### src/source/readout_pkg.sv
/*
 * Shared widths, FIFO depths and payload types of the hit readout.
 * FIFO capacity is one less than the depth given here.
 * The readout word layout is built in readout_mux from these widths.
 */
package readout_pkg;

    // Hit and counter widths.
    localparam int channel_width    = 4;
    localparam int timestamp_width  = 16;
    localparam int drop_count_width = 16;

    // Width of the word seen by the external reader.
    localparam int word_width = 32;

    // Buffer depths, usable entries are depth minus one.
    localparam int hit_fifo_depth    = 8;
    localparam int status_fifo_depth = 4;

    // One accepted hit, 20 bits.
    typedef struct packed {
        logic [channel_width-1:0]   channel;
        logic [timestamp_width-1:0] timestamp;
    } hit_word_t;

    // Status record carrying the number of dropped hits.
    typedef struct packed {
        logic [drop_count_width-1:0] dropped;
    } status_word_t;

endpackage

### src/source/fifo_rd_if.sv
/*
 * Read side of a FIFO. Data is valid whenever empty is low.
 * A read while empty is high is ignored by the FIFO.
 * DEPTH must match the FIFO so that level has the right width.
 */
`timescale 1ns/1ps

interface fifo_rd_if #(
    parameter type payload_t = logic,
    parameter int  DEPTH     = 2
);

    localparam int level_width = $clog2(DEPTH);

    payload_t               data;
    logic                   empty;
    logic [level_width-1:0] level;
    logic                   read;

    modport fifo (
        output data, empty, level,
        input  read
    );

    modport reader (
        input  data, empty, level,
        output read
    );

endinterface

### src/source/hit_encoder.sv
/*
 * Timestamps hits and feeds the hit and status FIFOs.
 * A hit is written one cycle after it is sampled, or dropped if the hit FIFO is full.
 * The drop counter saturates and is flushed only while neither FIFO is full.
 */
`timescale 1ns/1ps

module hit_encoder
    import readout_pkg::*;
(
    input  logic                     clk,
    input  logic                     reset,
    input  logic                     hit,
    input  logic [channel_width-1:0] hit_channel,
    input  logic                     hit_full,
    output logic                     hit_write,
    output hit_word_t                hit_data,
    input  logic                     status_full,
    output logic                     status_write,
    output status_word_t             status_data
);

    logic [timestamp_width-1:0]  timestamp;
    logic                        capture_valid;
    hit_word_t                   capture;
    logic [drop_count_width-1:0] drop_count;
    logic                        drop;

    // Free-running timestamp, zero in the first cycle out of reset.
    always_ff @(posedge clk) begin
        if (reset) begin
            timestamp <= '0;
        end else begin
            timestamp <= timestamp + 1'b1;
        end
    end

    // One-stage capture of the hit and the stamp at the same edge.
    always_ff @(posedge clk) begin
        if (reset) begin
            capture_valid <= 1'b0;
        end else begin
            capture_valid <= hit;
        end
    end

    always_ff @(posedge clk) begin
        if (hit) begin
            capture.channel   <= hit_channel;
            capture.timestamp <= timestamp;
        end
    end

    assign hit_write = capture_valid && !hit_full;
    assign hit_data  = capture;
    assign drop      = capture_valid && hit_full;

    // Flush the count whenever both buffers have room.
    assign status_write        = (drop_count != '0) && !hit_full && !status_full;
    assign status_data.dropped = drop_count;

    always_ff @(posedge clk) begin
        if (reset) begin
            drop_count <= '0;
        end else if (status_write) begin
            // A drop in the flush cycle starts the next count.
            drop_count <= drop_count_width'(drop);
        end else if (drop && drop_count != '1) begin
            drop_count <= drop_count + 1'b1;
        end
    end

endmodule

### src/source/generic_fifo.sv
/*
 * Circular-buffer FIFO holding DEPTH minus one words of payload_t.
 * Empty and data are registered, full and level are combinational.
 * A word written at one edge is readable after the next edge at the earliest.
 * Writes while full and reads while empty are ignored.
 */
`timescale 1ns/1ps

module generic_fifo #(
    parameter type payload_t = logic,
    parameter int  DEPTH     = 8
) (
    input  logic      clk,
    input  logic      reset,
    input  logic      write,
    input  payload_t  data_in,
    output logic      full,
    fifo_rd_if.fifo   rd
);

    localparam int ptr_width = $clog2(DEPTH);
    localparam logic [ptr_width-1:0] last_addr = ptr_width'(DEPTH - 1);

    payload_t               mem [DEPTH];
    logic [ptr_width-1:0]   rd_ptr;
    logic [ptr_width-1:0]   wr_ptr;
    logic [ptr_width-1:0]   rd_succ;
    logic [ptr_width-1:0]   wr_succ;
    logic [ptr_width-1:0]   rd_next;
    logic                   do_read;
    logic                   do_write;

    // Pointer step with wrap at DEPTH.
    function automatic logic [ptr_width-1:0] advance(input logic [ptr_width-1:0] ptr);
        return (ptr == last_addr) ? '0 : ptr + 1'b1;
    endfunction

    assign do_read  = rd.read && !rd.empty;
    assign do_write = write && !full;

    assign rd_succ = advance(rd_ptr);
    assign wr_succ = advance(wr_ptr);

    // Look-ahead read address for the output register.
    assign rd_next = do_read ? rd_succ : rd_ptr;

    // One slot stays unused so that full and empty differ.
    assign full = (wr_succ == rd_ptr);

    always_ff @(posedge clk) begin
        if (reset) begin
            rd_ptr <= '0;
        end else if (do_read) begin
            rd_ptr <= rd_succ;
        end
    end

    always_ff @(posedge clk) begin
        if (reset) begin
            wr_ptr <= '0;
        end else if (do_write) begin
            wr_ptr <= wr_succ;
        end
    end

    // Empty follows the pointers one cycle late.
    always_ff @(posedge clk) begin
        if (reset) begin
            rd.empty <= 1'b1;
        end else if (do_read) begin
            rd.empty <= (wr_ptr == rd_succ);
        end else begin
            rd.empty <= (wr_ptr == rd_ptr);
        end
    end

    always_ff @(posedge clk) begin
        if (do_write) begin
            mem[wr_ptr] <= data_in;
        end
    end

    // Reloaded every cycle, so the next word follows a pop directly.
    always_ff @(posedge clk) begin
        rd.data <= mem[rd_next];
    end

    // Fill level from the pointer difference.
    always_comb begin
        if (wr_ptr >= rd_ptr) begin
            rd.level = wr_ptr - rd_ptr;
        end else begin
            rd.level = last_addr - rd_ptr + wr_ptr + 1'b1;
        end
    end

endmodule

### src/source/readout_mux.sv
/*
 * Merges status and hit FIFOs into one tagged 32-bit readout word.
 * The word sits in a one-entry output register, adding a cycle of latency.
 * Status priority applies to words not yet loaded into that register.
 */
`timescale 1ns/1ps

module readout_mux
    import readout_pkg::*;
(
    input  logic                  clk,
    input  logic                  reset,
    fifo_rd_if.reader             status_rd,
    fifo_rd_if.reader             hit_rd,
    input  logic                  read,
    output logic [word_width-1:0] readout_word,
    output logic                  readout_empty
);

    logic                  load;
    logic [word_width-1:0] next_word;

    // Refill when the register is free or being popped.
    assign load = (readout_empty || read) && (!status_rd.empty || !hit_rd.empty);

    // Strobe goes only to the chosen source.
    assign status_rd.read = load && !status_rd.empty;
    assign hit_rd.read    = load && status_rd.empty;

    // Tag bit 31 marks a status word.
    always_comb begin
        next_word = '0;
        if (!status_rd.empty) begin
            next_word[word_width-1]         = 1'b1;
            next_word[drop_count_width-1:0] = status_rd.data.dropped;
        end else begin
            next_word[timestamp_width +: channel_width] = hit_rd.data.channel;
            next_word[timestamp_width-1:0]              = hit_rd.data.timestamp;
        end
    end

    always_ff @(posedge clk) begin
        if (reset) begin
            readout_empty <= 1'b1;
        end else if (load) begin
            readout_empty <= 1'b0;
        end else if (read) begin
            readout_empty <= 1'b1;
        end
    end

    always_ff @(posedge clk) begin
        if (load) begin
            readout_word <= next_word;
        end
    end

endmodule

### src/source/hit_readout.sv
/*
 * Hit readout buffer top level, one clock domain.
 * Hits beyond the free space of the hit FIFO are dropped and reported as status words.
 * hit_fill_level lets the outside throttle before drops happen.
 */
`timescale 1ns/1ps

module hit_readout
    import readout_pkg::*;
(
    input  logic                               clk,
    input  logic                               reset,
    input  logic                               hit,
    input  logic [channel_width-1:0]           hit_channel,
    input  logic                               read,
    output logic [word_width-1:0]              readout_word,
    output logic                               readout_empty,
    output logic [$clog2(hit_fifo_depth)-1:0]  hit_fill_level
);

    logic         hit_write;
    logic         hit_full;
    hit_word_t    hit_data;
    logic         status_write;
    logic         status_full;
    status_word_t status_data;

    fifo_rd_if #(.payload_t(hit_word_t), .DEPTH(hit_fifo_depth)) hit_rd ();
    fifo_rd_if #(.payload_t(status_word_t), .DEPTH(status_fifo_depth)) status_rd ();

    hit_encoder encoder (
        .clk          (clk),
        .reset        (reset),
        .hit          (hit),
        .hit_channel  (hit_channel),
        .hit_full     (hit_full),
        .hit_write    (hit_write),
        .hit_data     (hit_data),
        .status_full  (status_full),
        .status_write (status_write),
        .status_data  (status_data)
    );

    generic_fifo #(.payload_t(hit_word_t), .DEPTH(hit_fifo_depth)) hit_fifo (
        .clk     (clk),
        .reset   (reset),
        .write   (hit_write),
        .data_in (hit_data),
        .full    (hit_full),
        .rd      (hit_rd.fifo)
    );

    generic_fifo #(.payload_t(status_word_t), .DEPTH(status_fifo_depth)) status_fifo (
        .clk     (clk),
        .reset   (reset),
        .write   (status_write),
        .data_in (status_data),
        .full    (status_full),
        .rd      (status_rd.fifo)
    );

    readout_mux mux (
        .clk           (clk),
        .reset         (reset),
        .status_rd     (status_rd.reader),
        .hit_rd        (hit_rd.reader),
        .read          (read),
        .readout_word  (readout_word),
        .readout_empty (readout_empty)
    );

    assign hit_fill_level = hit_rd.level;

endmodule

### config.mk
export PLATFORM = sky130hd
export DESIGN_NAME = hit_readout
export DESIGN_NICKNAME = d
export VERILOG_FILES = /design/src/source/readout_pkg.sv /design/src/source/fifo_rd_if.sv /design/src/source/hit_encoder.sv /design/src/source/generic_fifo.sv /design/src/source/readout_mux.sv /design/src/source/hit_readout.sv
export SDC_FILE = /design/constraint.sdc
export NUM_CORES = 1
export LEC_CHECK = 0
export ABC_AREA = 1
export BUFFER_PORTS_ARGS = -buffer_cell sky130_fd_sc_hd__buf_2
export CORE_ASPECT_RATIO = 1.2
export CORE_MARGIN = 4
export CORE_UTILIZATION = 53
export DETAILED_ROUTE_END_ITERATION = 16
export PLACE_DENSITY = 0.7
export SLEW_MARGIN = 40
export SYNTH_ARGS = -nofsm -noshare
export SYNTH_HDL_FRONTEND = slang
export SYNTH_SLANG_ARGS = --single-unit
### constraint.sdc
create_clock -name clk -period 3.23 [get_ports clk]
set_input_delay 0.4845 -clock clk [delete_from_list [all_inputs] [get_ports clk]]
set_output_delay 0.4845 -clock clk [all_outputs]
set_load 0.02 [all_outputs]
# Word-level counts from Yosys, hierarchy flattened
# Memories as Yosys holds them, arrays and structs flattened. A register that Yosys moved wholly into a read port is not among the register bits.
# Index checks and enable logic that the tools add are counted.
# word_totals
output_inout_bits	36
memories	2
ram_bits	224
in_bits	8
reg_bits	87
elab_cells	80
# memory_table
memory	words	width	rd	rd_ports_with_merged_regs	wr	line	source
hit_fifo.mem	8	20	1	1	1	generic_fifo.sv:24	payload_t mem [DEPTH];
status_fifo.mem	4	16	1	1	1	generic_fifo.sv:24	
# classes
eq_ne	11
reduce_logical	22
n_mux	19
n_addsub	10
n_lt_le_gt_ge	1
# ops
operator	n
16-bit by 1-bit adder with 16-bit output, second input constant	2
16-bit two-way mux	1
16-bit != test, second input constant	1
16-bit nonzero test	1
1-bit logical AND	12
3-bit two-way mux	4
1-bit two-way mux	11
3-bit by 1-bit adder with 3-bit output, second input constant	3
3-bit == test	3
2-bit == test	3
3-bit == test, second input constant	2
2-bit two-way mux	3
2-bit by 1-bit adder with 2-bit output, second input constant	2
2-bit == test, second input constant	2
1-bit zero test	4
2-bit nonzero test	2
3-bit adder	1
3-bit >= comparator	1
3-bit subtractor	1
3-bit subtractor, first input constant	1
1-bit logical OR	2
2-bit OR reduction	1

# Depth between registers and ports, before layout
# Gate-level depths: netlist (run 1).
# depth
depth_word	9
depth_mapped	12
depth_no_buf	12

# By module
# Synthesis (run 1) repeated with hierarchy kept, for this count alone.
# unflattened
hier_cells	1519
hier_area_um2	15252.1
# modules_own_cells
mod	area_each_um2	seq_area_each_um2	cells_each	instances
generic_fifo at hit_fifo	8346.8	5345.1	804	1
generic_fifo at status_fifo	3444.6	2342.2	328	1
hit_encoder	2397.3	1261.2	286	1
readout_mux	1063.5	650.6	101	1

# Worst setup path before layout (run 1)
# No wires, ideal clock.
# synth_path
path_type	flip-flop to flip-flop
startpoint	register hit_fifo.wr_ptr[1]
endpoint	memory hit_fifo.mem[1][0] (netlist name) (enable)
setup_ns	0.397
period_less_slack_ns	2.644
stages_incl_launch_ff	12
path_buffers	0
t_required_ns	2.833
t_arrival_ns	2.247
path_slack_ns	0.586
cell_sequence	dfxtp_1 > ha_1 > ha_1 > inv_1 > nand2_1 > nand2_1 > nand2_1 > nand3_1 > nand2_1 > inv_1 > nand2_1 > nor2_1
# synth_via
elab_chain_len	8
word_cells_on_any_way	9
classes_between	add/sub (1); eq/ne (2); mux (3); reduce/logical (3)
# synth_rtl
item	line	source
start, declared	generic_fifo.sv:26	logic [ptr_width-1:0] wr_ptr;
start signal, assigned	generic_fifo.sv:62	wr_ptr <= wr_succ;
3-bit by 1-bit adder with 3-bit output or 3-bit == test (tied branches)	generic_fifo.sv:35	return (ptr == last_addr) ? '0 : ptr + 1'b1;
3-bit two-way mux	generic_fifo.sv:35	
3-bit == test	generic_fifo.sv:48	assign full = (wr_succ == rd_ptr);
1-bit zero test	hit_encoder.sv:54, generic_fifo.sv:39	
1-bit logical AND	hit_encoder.sv:54	assign hit_write = capture_valid && !hit_full;
1-bit logical AND	generic_fifo.sv:39	assign do_write = write && !full;
1-bit two-way mux	generic_fifo.sv:78	if (do_write) begin
1-bit two-way mux (not written as such)	generic_fifo.sv:79	mem[wr_ptr] <= data_in;
end, declared	generic_fifo.sv:24	
# Parallel ways exist; a longest one is shown, timed or not.

# Worst setup path after layout (run 1)
# layout_path
startpoint	register hit_fifo.wr_ptr[1]
endpoint	memory hit_fifo.mem[1][12] (netlist name) (enable)
# Same word-level chain as after synthesis.

==> results of run 1 <==
==> metrics by stage <==
step                      setup slack, ns  cell area (um2)
final                               0.724            15900
after global routing                0.442            15900
after CTS                           0.720            15900
after detailed placement            0.738            14800
after global placement              0.748            14800
after floorplan                     0.586            14300
==> worst register-to-register path, stage by stage, from the launching register on <==
cell,delay [ns]
dfxtp_1,0.37
ha_1,0.21
ha_1,0.19
inv_1,0.11
nand2_1,0.11
nand2_1,0.08
nand2_1,0.06
nand3_1,0.14
nand2_1,0.20
inv_1,0.12
nand2_1,0.14
nor2_2,0.11
buf_4,0.33
==> power by group through the flow <==
stage	clock, mW	combinational (mW)	sequential, mW
2_1_floorplan	0	2.43	5.82
3_5_place_dp	0	3.72	5.77
6_report	3.82	3.70	5.67
5_1_grt	4.08	4.12	5.71
4_1_cts	3.88	3.74	5.68
3_3_place_gp	0	3.68	5.76
==> placed cells by master (no fill, tap or decap), types with 5 or more instances in the layout <==
master / n
nand2_1: 341
edfxtp_1: 265
inv_1: 136
nand3_1: 109
nor2_1: 95
nand3b_1: 82
dfxtp_1: 82
o21ai_0: 41
clkbuf_16: 35
a21oi_1: 32
buf_2: 32
buf_4: 21
o22ai_1: 16
ha_1: 14
conb_1: 11
clkbuf_1: 11
nor2_2: 10
nand4_1: 9
xnor2_1: 7
xor2_1: 6
o21ai_1: 5
nor3_1: 5
clkinv_2: 5
==> worst max-delay path by stage <==
| stage | from | end | slack, ns | depth (start not counted) |
|---|---|---|---|---|
| 3_3_place_gp | hit_fifo.wr_ptr[1] | hit_fifo.mem[4][16] | 0.75 | 12 |
| 5_1_grt | hit_fifo.wr_ptr[1] | hit_fifo.mem[2][7] | 0.44 | 12 |
| 4_1_cts | hit_fifo.wr_ptr[1] | hit_fifo.mem[6][9] | 0.72 | 12 |
| 3_5_place_dp | hit_fifo.wr_ptr[1] | hit_fifo.mem[6][17] | 0.74 | 12 |
| 6_report | hit_fifo.wr_ptr[1] | hit_fifo.mem[1][12] | 0.72 | 12 |
| 2_1_floorplan | hit_fifo.wr_ptr[1] | hit_fifo.mem[1][0] | 0.59 | 11 |
==> state kept, by name, summed over array words and instances (netlist names) <==
name                   flops
status_fifo.wr_ptr         2
hit_fifo.rd.empty          1
encoder.status_data       16
status_fifo.mem           64
mux.readout_empty          1
status_fifo.rd.empty       1
status_fifo.rd_ptr         2
encoder.capture_valid      1
encoder.timestamp         16
hit_fifo.wr_ptr            3
hit_fifo.rd.data          20
hit_fifo.rd_ptr            3
status_fifo.rd.data       16
mux.readout_word          21
hit_fifo.mem             160
encoder.hit_data          20
==> logic make-up after synthesis <==
family	count (synthesis)	share of synthesized area, %
simple gates	657	20.7
flops	347	67.2
buf+inv	206	6.03
compound gates	102	3.84
fa+ha+maj	15	1.37
xor+xnor	13	0.797
other cells	1	0.0262
==> cell type report <==
cell class,instances,area (um2),area share (%)
clock buffer,50,972,6.13
clock inverter,13,105,0.662
inverter,141,532,3.35
multi-input combinational,798,3900,24.6
sequential,347,9600,60.5
tap,335,419,2.64
timing repair buffer,55,340,2.15
==> layer usage <==
metal	track usage, %	share of wire [%]	up-vias
met5	0	0	-
met4	9.20	4.3	0
met3	2.75	4.7	69
met2	37.2	51	295
met1	28.3	40	4586
li1	-	-	4547
==> results.md, run 1 <==
* Hold Path Depth at 1
* Max Freq at 399 MHz
* Area contributors post-synth: edfxtp_1 (56%), dfxtp_1 (11%), nand2_1 (9.0%)
* Worst-path cell chain: ha_1 > ha_1 > inv_1 > nand2_1 > nand2_1 > nand2_1 > nand3_1 > nand2_1 > inv_1 > nand2_1 > nor2_2 > buf_4
* Synth top area share at 55.7%
* Seq pwr share at 43.0%
* CP max-delay cell: dfxtp_1
* Slew Limit Fails at 0
* Max-Cap Viols at 0
* Yosys top cell by area: edfxtp_1
* Final hold vios at 0
* Num rows at 65
* Sequential area share after synthesis at 67.2%
* Initial antenna violation count at 0
* Clk root buf: clkbuf_16
* Pwr Density at 831 nW/um2
* Worst skew pair latency at 0.53 ns
* Core ar. at 26400 um2
* CP Launch Type: flip-flop
* Worst slew margin at 41.6%
* Share of cells above drive strength 1 at 9.26%
* Vias in the first global route at 9305
* Arr. time, crit path at 2.68 ns
* Reg-to-Reg End: hit_fifo.mem[1][12]
* Ys async rst share at 0%
* DPL Wire Length at 20.4 mm
* DR pass1 iterations at 5
* CP Max Fanout at 20
* Status: finished, final reports clean
* Internal power at 8.64 mW
* Final core occ at 60.0%
* Hold Crit Class: in2reg
* Min cycle time layout at 2.51 ns
* Top post-synthesis cells by count: nand2_1 (341), edfxtp_1 (265), inv_1 (136), nand3_1 (109), nor2_1 (103)
* TritonCTS clock tree: yes
* Crit path kind: reg2reg
* Chip Height at 188 um
* Yosys Warn Count at 0
* Setup_tns at 0 ns
* Largest net degree at the start of global routing at 82
* GRT Total Usage at 21.9%
* Die area at 29700 um2
* WL/cell at 18.4 um
* Initial DRC Count at 808
* I/O Buffers at 32
* Number of flops mapped to enable cells by yosys at 265
* Chip width at 158 um
* Ys flop type: edfxtp_1
* Peak VDD IR at 0.000578 V
* RSZ-0062 raised after global routing: no
* Fill count at 2102
* # nets final at 1401
* Total Wirelength at 31.9 mm
* Synth Register Bits at 347
* H-tree lvl count at 2
* Crit path top cell by count: nand2_1
* Drc violations at 0
* Bufs and invs on worst path at 3
* Pleak at 6.17 nW
* IO Pins at 44
* Final setup vio count at 0
* Syn-to-layout area delta at 11.1%
* First-pass GRT wire length at 50.6 mm
* Comb pwr share at 28.1%
* Crit path max-delay family: simple AND/OR/NAND/NOR gates
* GRT Residual Overflow at 0
* Least-Margin Pin Slew at 0.875 ns
* Post-route ant nets at 0
* Most common cell in the netlist: nand2_1
* Final non-filler cell total at 1739
* Worst R2R Path Depth at 12
* Resize count post-CTS at 0
* Post-Route Skew at 0.0293 ns
* Final worst path period share at 77.6%
* Worst R2R Setup Slack at 0.72 ns
* Cell count after placement at 1676
* Reg2reg start: hit_fifo.wr_ptr[1]
* Clock tree buffer depth at 3
* Mean Syn Cell Area at 10.7 um2
* # clock sinks at 347
* GPL Wtd Cong at 0.828
* Slowest stage delay, CP at 0.37 ns
* Synth Instances at 1341
* Reg clk slew, reported paths at 0.06 ns
* Switching share of power at 34.5%
* Clock Power Share at 28.9%
* Hold Path Sink: encoder.hit_data[19]
* Vias per Instance at 5.46
* Post-CTS setup buffer count at 0
* Initial Util at 54.0%
* Hold buffers post-CTS at 0
* Worst Setup End Kind: flip-flop
* P_sw at 4.55 mW
* Power Total at 13.2 mW
* TritonCTS buffer count at 35
* Yosys cell types at 31
* Critical Path RT at 3.40 ns
* HP Start: hit_channel[3]
* Hold slack at 0.132 ns
* Inserted Diodes at 0
* Post-Synthesis Cell Area at 14300 um2
* Via count at 9497
(Power assumes the default switching activity.)
==> run 2: changes to the inputs <==
--- a/config.mk
+++ b/config.mk
@@ -5,7 +5,7 @@
 export SDC_FILE = /design/constraint.sdc
 export NUM_CORES = 1
 export LEC_CHECK = 0
-export ABC_AREA = 1
+export ABC_AREA = 0
 export BUFFER_PORTS_ARGS = -buffer_cell sky130_fd_sc_hd__buf_2
 export CORE_ASPECT_RATIO = 1.2
 export CORE_MARGIN = 4
==> constraint.sdc (replaced) <==
create_clock -name clk -period 2.5 [get_ports clk]
set_input_delay 0.375 -clock clk [delete_from_list [all_inputs] [get_ports clk]]
set_output_delay 0.375 -clock clk [all_outputs]
set_load 0.02 [all_outputs]
==> run 2 against run 1 <==
  * Area after synthesis decreased by 7.6%
  * Die area decreased by 7.2%
  * Register-to-register slack got worse by 0.56 ns
  * Total power increased by 22%
  * Sequential power increased by 28%
  * Largest power group unchanged
  * Worst hold slack got worse by 0.10 ns
  * Global-route usage decreased by 2.9 points
  * Highest routed layer unchanged
  * Clock skew decreased by 0.011 ns
  * Clock-buffer cell count decreased by 1
  * First-iteration DRC count decreased by 38%
  * Worst setup slack got worse by 0.64 ns
  * Combinational power about the same
==> results.md, run 2 <==
* Pwr Density at 1050 nW/um2 (+26%)
* Worst Slack Setup Final at 0.0854 ns (-0.639 ns)
* Worst slew margin at 59.4% (+18 points)
* Reg clk slew, reported paths at 0.06 ns (about the same)
* Ys async rst share at 0% (unchanged)
* Gr busiest metal: met2
* Max-Cap Viols at 0 (unchanged)
* Vias in the first global route at 7518 (-19%)
* GRT Total Usage at 19.0% (-2.9 points)
* RSZ-0062 raised after global routing: no
* Drc violations at 0 (unchanged)
* Min cycle time layout at 2.41 ns
* Hold Path Depth at 1 (unchanged)
* Core ar. at 24600 um2 (-7.0%)
* GRT met3 Usage at 3.16% (+0.42 points)
* Bufs and invs on worst path at 2 (-1)
* Pleak at 5.46 nW (-12%)
* Synth top area share at 60.3% (+4.6 points)
* Least-Margin Pin Slew at 0.609 ns (-0.266 ns)
* # nets final at 1001 (-29%)
* Synth Register Bits at 347 (unchanged)
* Arr. time, crit path at 2.04 ns (-0.64 ns)
* Reg2reg start: hit_fifo.wr_ptr[0]
* Final setup vio count at 0 (unchanged)
* Via count at 7387 (-22%)
* Yosys cell types at 52 (+68%)
* Cell count after placement at 1263 (-25%)
* DPL Wire Length at 16.2 mm (-20%)
* Fill count at 1816 (-14%)
* Slowest stage delay, CP at 0.40 ns (+0.03 ns)
* Syn-to-layout area delta at 16.7%
* Biggest regs: hit_fifo.mem x160, status_fifo.mem x64, mux.readout_word x21
* CP max-delay cell: dfxtp_4
* Num rows at 63 (-3.1%)
* Worst Setup End Kind: output pin
* Met2 Use GR at 34.7% (-2.5 points)
* Number of flops mapped to enable cells by yosys at 265 (unchanged)
* Share of cells above drive strength 1 at 20.1% (+11 points)
* Worst skew pair latency at 0.52 ns (about the same)
* Crit path kind: reg2out
* WP depth at 5 (-7)
* Worst-path cell chain: inv_1 > ha_1 > fa_2 > xnor2_2 > buf_4
* Worst R2R Path Depth at 9 (-3)
* Pre-CTS setup slack at 0.146 ns (-0.592 ns)
* GRT Residual Overflow at 0 (unchanged)
* Commonest non-fill, non-tap cell in the layout: edfxtp_1
* Status: finished, final reports clean
* IO Pins at 44 (unchanged)
* Hold slack at 0.0276 ns (-0.104 ns)
* Final hold vios at 0 (unchanged)
* GPL Wtd Cong at 0.852 (+2.9%)
* Ys flop type: edfxtp_1
* Most common cell in the netlist: edfxtp_1
* Reg-to-Reg End: hit_fifo.mem[2][1]
* GR Util met1 at 23.8% (-4.5 points)
* Post-Route Skew at 0.0183 ns (-0.0110 ns)
* Top post-synthesis cells by count: edfxtp_1 (265), nand2_1 (133), dfxtp_1 (82), nand3_1 (56), nor2_1 (51)
* Max reg flops at 160 (unchanged)
* Sequential area share after synthesis at 72.7% (+5.5 points)
* Yosys top cell by area: edfxtp_1
* Largest net degree at the start of global routing at 74 (-9.8%)
* Initial antenna violation count at 0 (unchanged)
* # clock sinks at 347 (unchanged)
* Crit path max-delay family: adder cells
* WL/cell at 19.8 um (+7.8%)
* CP Max Fanout at 7 (-65%)
* Clk root buf: clkbuf_16
* Inserted Diodes at 0 (unchanged)
* Max Freq at 414 MHz
* Chip Height at 181 um (-3.7%)
* Yosys Warn Count at 0 (unchanged)
* CP endpoint: hit_fill_level[2]
* Initial Util at 53.7% (-0.35 points)
* Hold Crit Class: in2reg
* I/O Buffers at 32 (unchanged)
* Initial DRC Count at 501 (-38%)
* Vias per Instance at 5.56 (+1.8%)
* Slew Limit Fails at 0 (unchanged)
* DR pass1 iterations at 5 (unchanged)
* Post-Synthesis Cell Area at 13200 um2 (-7.6%)
* Chip width at 152 um (-3.7%)
* Mean Syn Cell Area at 14.6 um2 (+37%)
* First-pass GRT wire length at 41.3 mm (-18%)
* Die area at 27500 um2 (-7.2%)
* H-tree lvl count at 2 (unchanged)
* CP Launch Type: flip-flop
* Post-route ant nets at 0 (unchanged)
* Peak VDD IR at 0.000656 V (+13%)
* Final non-filler cell total at 1329 (-24%)
* Clock tree buffer depth at 3 (unchanged)
* Area contributors post-synth: edfxtp_1 (60%), dfxtp_1 (12%), nand2_1 (3.8%)
* CP startpoint: hit_fifo.wr_ptr[0]
* TritonCTS clock tree: yes
* Synth Instances at 907 (-32%)
* Final worst path period share at 96.6%
* Worst R2R Setup Slack at 0.16 ns (-0.56 ns)
* Critical Path RT at 2.12 ns (-1.28 ns)
* Biggest register: hit_fifo.mem
* Most frequent cells in the layout: edfxtp_1 (265), nand2_1 (132), dfxtp_1 (81)
* Total Wirelength at 26.3 mm (-18%)
* TritonCTS buffer count at 35 (unchanged)
-- run 2: changes by cell type in the layout (fill, tap and decap cells not counted), sizes merged, moves of 44 or more --
| cell | change |
|---|---|
| nand3 | -54 |
| nand2 | -212 |
| nor2 | -51 |
| inv | -132 |
| nand3b | -81 |
| o21ai | -44 |
-- run 2: per-stage QoR --
| stage | setup TNS (ns) | util [%] | power (mW) | instance area, um2 |
|---|---|---|---|---|
| 5_1_grt | 0 | 62.7 | 16.8 | 15400 |
| 3_3_place_gp | 0 | 57.7 | 10.9 | 14200 |
| 4_1_cts | 0 | 62.6 | 16.2 | 15400 |
| 3_5_place_dp | 0 | 57.8 | 11.1 | 14200 |
| 6_report | 0 | 62.7 | 16.1 | 15400 |
| 2_1_floorplan | -6.12 | - | 9.73 | 13400 |
-- run 2: repair_timing --
action | CTS | global route
resized for setup | 3 | 2
setup endpoints to repair | 1 | 2
hold buffers | 0 | 0
pin swaps | 1 | 1
setup buffers | 1 | 2
-- run 2: layer usage --
metal  wire length (um)  share of wire, %
met4                433               1.6
met5                  0                 0
met1              10900                42
met3               1200               4.6
met2              13700                52
-- run 2: how the worst min path moves through the flow --
stage | start | end | slack (ns)
after floorplan | encoder.timestamp[15] | encoder.hit_data[15] | 0.43
after global placement | encoder.timestamp[15] | encoder.hit_data[15] | 0.44
after detailed placement | encoder.timestamp[15] | encoder.hit_data[15] | 0.44
after CTS | hit_channel[1] | encoder.hit_data[17] | 0.006
after global routing | hit_channel[0] | encoder.hit_data[16] | 0.02
final | hit_channel[1] | encoder.hit_data[17] | 0.03
-- run 2: kinds of logic after synthesis --
logic type      after synthesis  synth area share [%]
other cells                   1                0.0284
simple gates                321                  11.3
compound gates               80                  4.81
flops                       347                  72.7
mux                          40                  4.77
fa+ha+maj                    15                  1.48
xor+xnor                     36                  2.39
buf+inv                      67                  2.55
-- run 2: cell type report --
class	count	area, um2	share of cell area [%]
sequential	347	9600	62.3
inverter	11	41.3	0.268
multi-input combinational	503	3500	22.7
clock buffer	49	1020	6.62
tap	325	407	2.64
timing repair buffer	80	709	4.60
clock inverter	14	136	0.885
-- run 2: power breakdown --
group | internal (mW) | switching (mW)
Sequential | 6.96 | 0.308
Clock | 3.08 | 2.10
Combinational | 1.56 | 2.11
Total | 11.6 | 4.51
==> run 3: changes to the inputs <==
--- a/config.mk
+++ b/config.mk
@@ -11,7 +11,7 @@
 export CORE_MARGIN = 4
 export CORE_UTILIZATION = 53
 export DETAILED_ROUTE_END_ITERATION = 16
-export PLACE_DENSITY = 0.7
+export PLACE_DENSITY_LB_ADDON = 0.2
 export SLEW_MARGIN = 40
 export SYNTH_ARGS = -nofsm -noshare
 export SYNTH_HDL_FRONTEND = slang
==> run 3 against run 2 <==
  * Fmax decreased by 0.71%
  * Worst hold slack improved by 0.019 ns
  * First-iteration DRC count decreased by 30%
  * Total power increased by 2.5%
  * Clock-buffer cell count decreased by 8
  * Non-clock buffer count increased by 6
  * Die area unchanged
  * Clock power increased by 8.3%
  * Global-route usage increased by 0.40 points
  * Sequential share of layout area decreased by 0.29 points
  * Cell area increased by 0.46%
  * Critical endpoint unchanged
  * Wire length increased by 1.8%
==> results.md, run 3 (synthesized netlist as in run 2, its figures left out) <==
* GRT Total Usage at 19.4% (+0.40 points)
* Combined flip-flop and latch cell area at 9600 um2 (unchanged)
* Most frequent cells in the layout: edfxtp_1 (265), nand2_1 (132), dfxtp_1 (81)
* Vias per Instance at 5.53 (-0.55%)
* Min cycle time layout at 2.43 ns (+0.0173 ns)
* Final core occ at 63.0% (+0.29 points)
* Hold slack at 0.0469 ns (+0.0192 ns)
* Biggest register: hit_fifo.mem
* Status: finished, final reports clean
* Final setup vio count at 0 (unchanged)
* Critical Path RT at 2.12 ns (about the same)
* Commonest non-fill, non-tap cell in the layout: edfxtp_1
* Switching share of power at 27.5% (-0.52 points)
* Largest net degree at the start of global routing at 67 (-9.5%)
* Biggest regs: hit_fifo.mem x160, status_fifo.mem x64, mux.readout_word x21
* Worst skew pair latency at 0.51 ns (about the same)
* IO Pins at 44 (unchanged)
* Hold buffers post-CTS at 0 (unchanged)
* Final hold vios at 0 (unchanged)
* Num rows at 63 (unchanged)
* Internal power at 12.0 mW (+3.3%)
* I/O Buffers at 32 (unchanged)
* WL/cell at 20.1 um (+1.4%)
* Pleak at 5.53 nW (+1.3%)
* P_sw at 4.54 mW (+0.61%)
* Clk root buf: clkbuf_16
* Clock tree buffer depth at 3 (unchanged)
* Area of the multi-input gates at 3490 um2 (-0.11%)
* Max-Cap Viols at 0 (unchanged)
* GRT Residual Overflow at 0 (unchanged)
* DR pass1 iterations at 4 (-1)
* Crit path kind: reg2out
* Pwr Density at 1070 nW/um2 (+2.1%)
* CP Launch Type: flip-flop
* Share of cells above drive strength 1 at 21.0% (+0.89 points)
* Worst Setup End Kind: output pin
* Slew Limit Fails at 0 (unchanged)
* Comb pwr share at 22.1% (-0.7 points)
* Syn-to-layout area delta at 17.3%
* Post-Route Skew at 0.0144 ns (-0.00389 ns)
* RSZ-0062 raised after global routing: no
* Reg clk slew, reported paths at 0.06 ns (about the same)
* Initial antenna violation count at 0 (unchanged)
* Drc violations at 0 (unchanged)
* DPL Wire Length at 16.8 mm (+3.8%)
* TritonCTS buffer count at 35 (unchanged)
* Final worst path period share at 97.3% (+0.69 points)
* Die area at 27500 um2 (unchanged)
* Max reg flops at 160 (unchanged)
* First-pass GRT wire length at 41.6 mm (+0.77%)
* TritonCTS clock tree: yes
* Initial DRC Count at 352 (-30%)
* Chip width at 152 um (unchanged)
* Hold Crit Class: in2reg
* H-tree lvl count at 2 (unchanged)
* Arr. time, crit path at 2.06 ns (+0.02 ns)
* Post-route ant nets at 0 (unchanged)
* Inserted Diodes at 0 (unchanged)
* Clock Power Share at 33.9% (+1.8 points)
* Power Total at 16.5 mW (+2.5%)
* Chip Height at 181 um (unchanged)
* Core ar. at 24600 um2 (unchanged)
* Fill count at 1824 (+0.44%)
* # clock sinks at 347 (unchanged)
* CP Max Fanout at 7 (unchanged)
* Peak VDD IR at 0.000687 V (+4.8%)
* Initial Util at 53.7% (unchanged)
* Total Wirelength at 26.8 mm (+1.8%)
* Seq pwr share at 44.0% (-1.1 points)
* Max Freq at 411 MHz (-0.71%)
* Least-Margin Pin Slew at 0.656 ns (+0.0466 ns)
* # nets final at 1007 (+0.60%)
* Via count at 7374 (-0.18%)
* GPL Wtd Cong at 0.799 (-6.3%)
* Vias in the first global route at 7331 (-2.5%)
* Worst slew margin at 56.3% (-3.1 points)
run 3: worst paths after layout:
path / start / endpoint / slack (ns) / cells after the start
hold reg to reg: encoder.timestamp[15] / encoder.hit_data[15] / 0.47 / 0
hold / removal: hit_channel[2] / encoder.hit_data[18] / 0.05 / 1
setup reg to reg: hit_fifo.rd_ptr[0] / hit_fifo.rd.data[4] / 0.15 / 8
setup / recovery: hit_fifo.rd_ptr[0] / hit_fill_level[2] / 0.07 / 5
run 3: power by group through the flow:
stage	Sequential [mW]	Combinational, mW	Clock (mW)
CTS	7.28	3.72	5.70
floorplan	7.51	2.22	0
global route	7.33	3.95	5.95
global placement	7.39	3.63	0
finish	7.27	3.65	5.60
detailed placement	7.38	3.68	0
run 3: layer usage:
| layer | part of all wire [%] | track usage (%) |
|---|---|---|
| met5 | 0 | 0 |
| met4 | 2.2 | 5.90 |
| met3 | 3.7 | 3.02 |
| met2 | 53 | 35.4 |
| met1 | 41 | 23.9 |
run 3: per-stage QoR:
step                      instance area [um2]  setup WS, ns  std cells  TNS, ns
after CTS                               15500        0.0493       1334        0
after floorplan                         13400        -0.189        917    -6.12
final                                   15500        0.0681       1334        0
after global routing                    15500        0.0213       1334        0
after global placement                  14200         0.174       1270        0
after detailed placement                14200         0.139       1270        0
run 3: cell type report:
type	instances	area share [%]
clock inverters	21	2.04
inverters	11	0.267
multi-input cells	503	22.6
well taps	325	2.63
flip-flops and latches	347	62.0
repair buffers	86	4.50
clock buffers	41	6.00
run 3: repair_timing:
item,4_1_cts,5_1_grt
resized for setup,3,0
buffers inserted,2,0
endpoints found under the setup margin,1,0
run 3: critical path, cell delays in order, from the launching register on:
cell and delay, ns:
dfxtp_1 0.31, buf_4 0.17, ha_1 0.20, fa_1 0.41, xnor2_2 0.26, buf_4 0.20
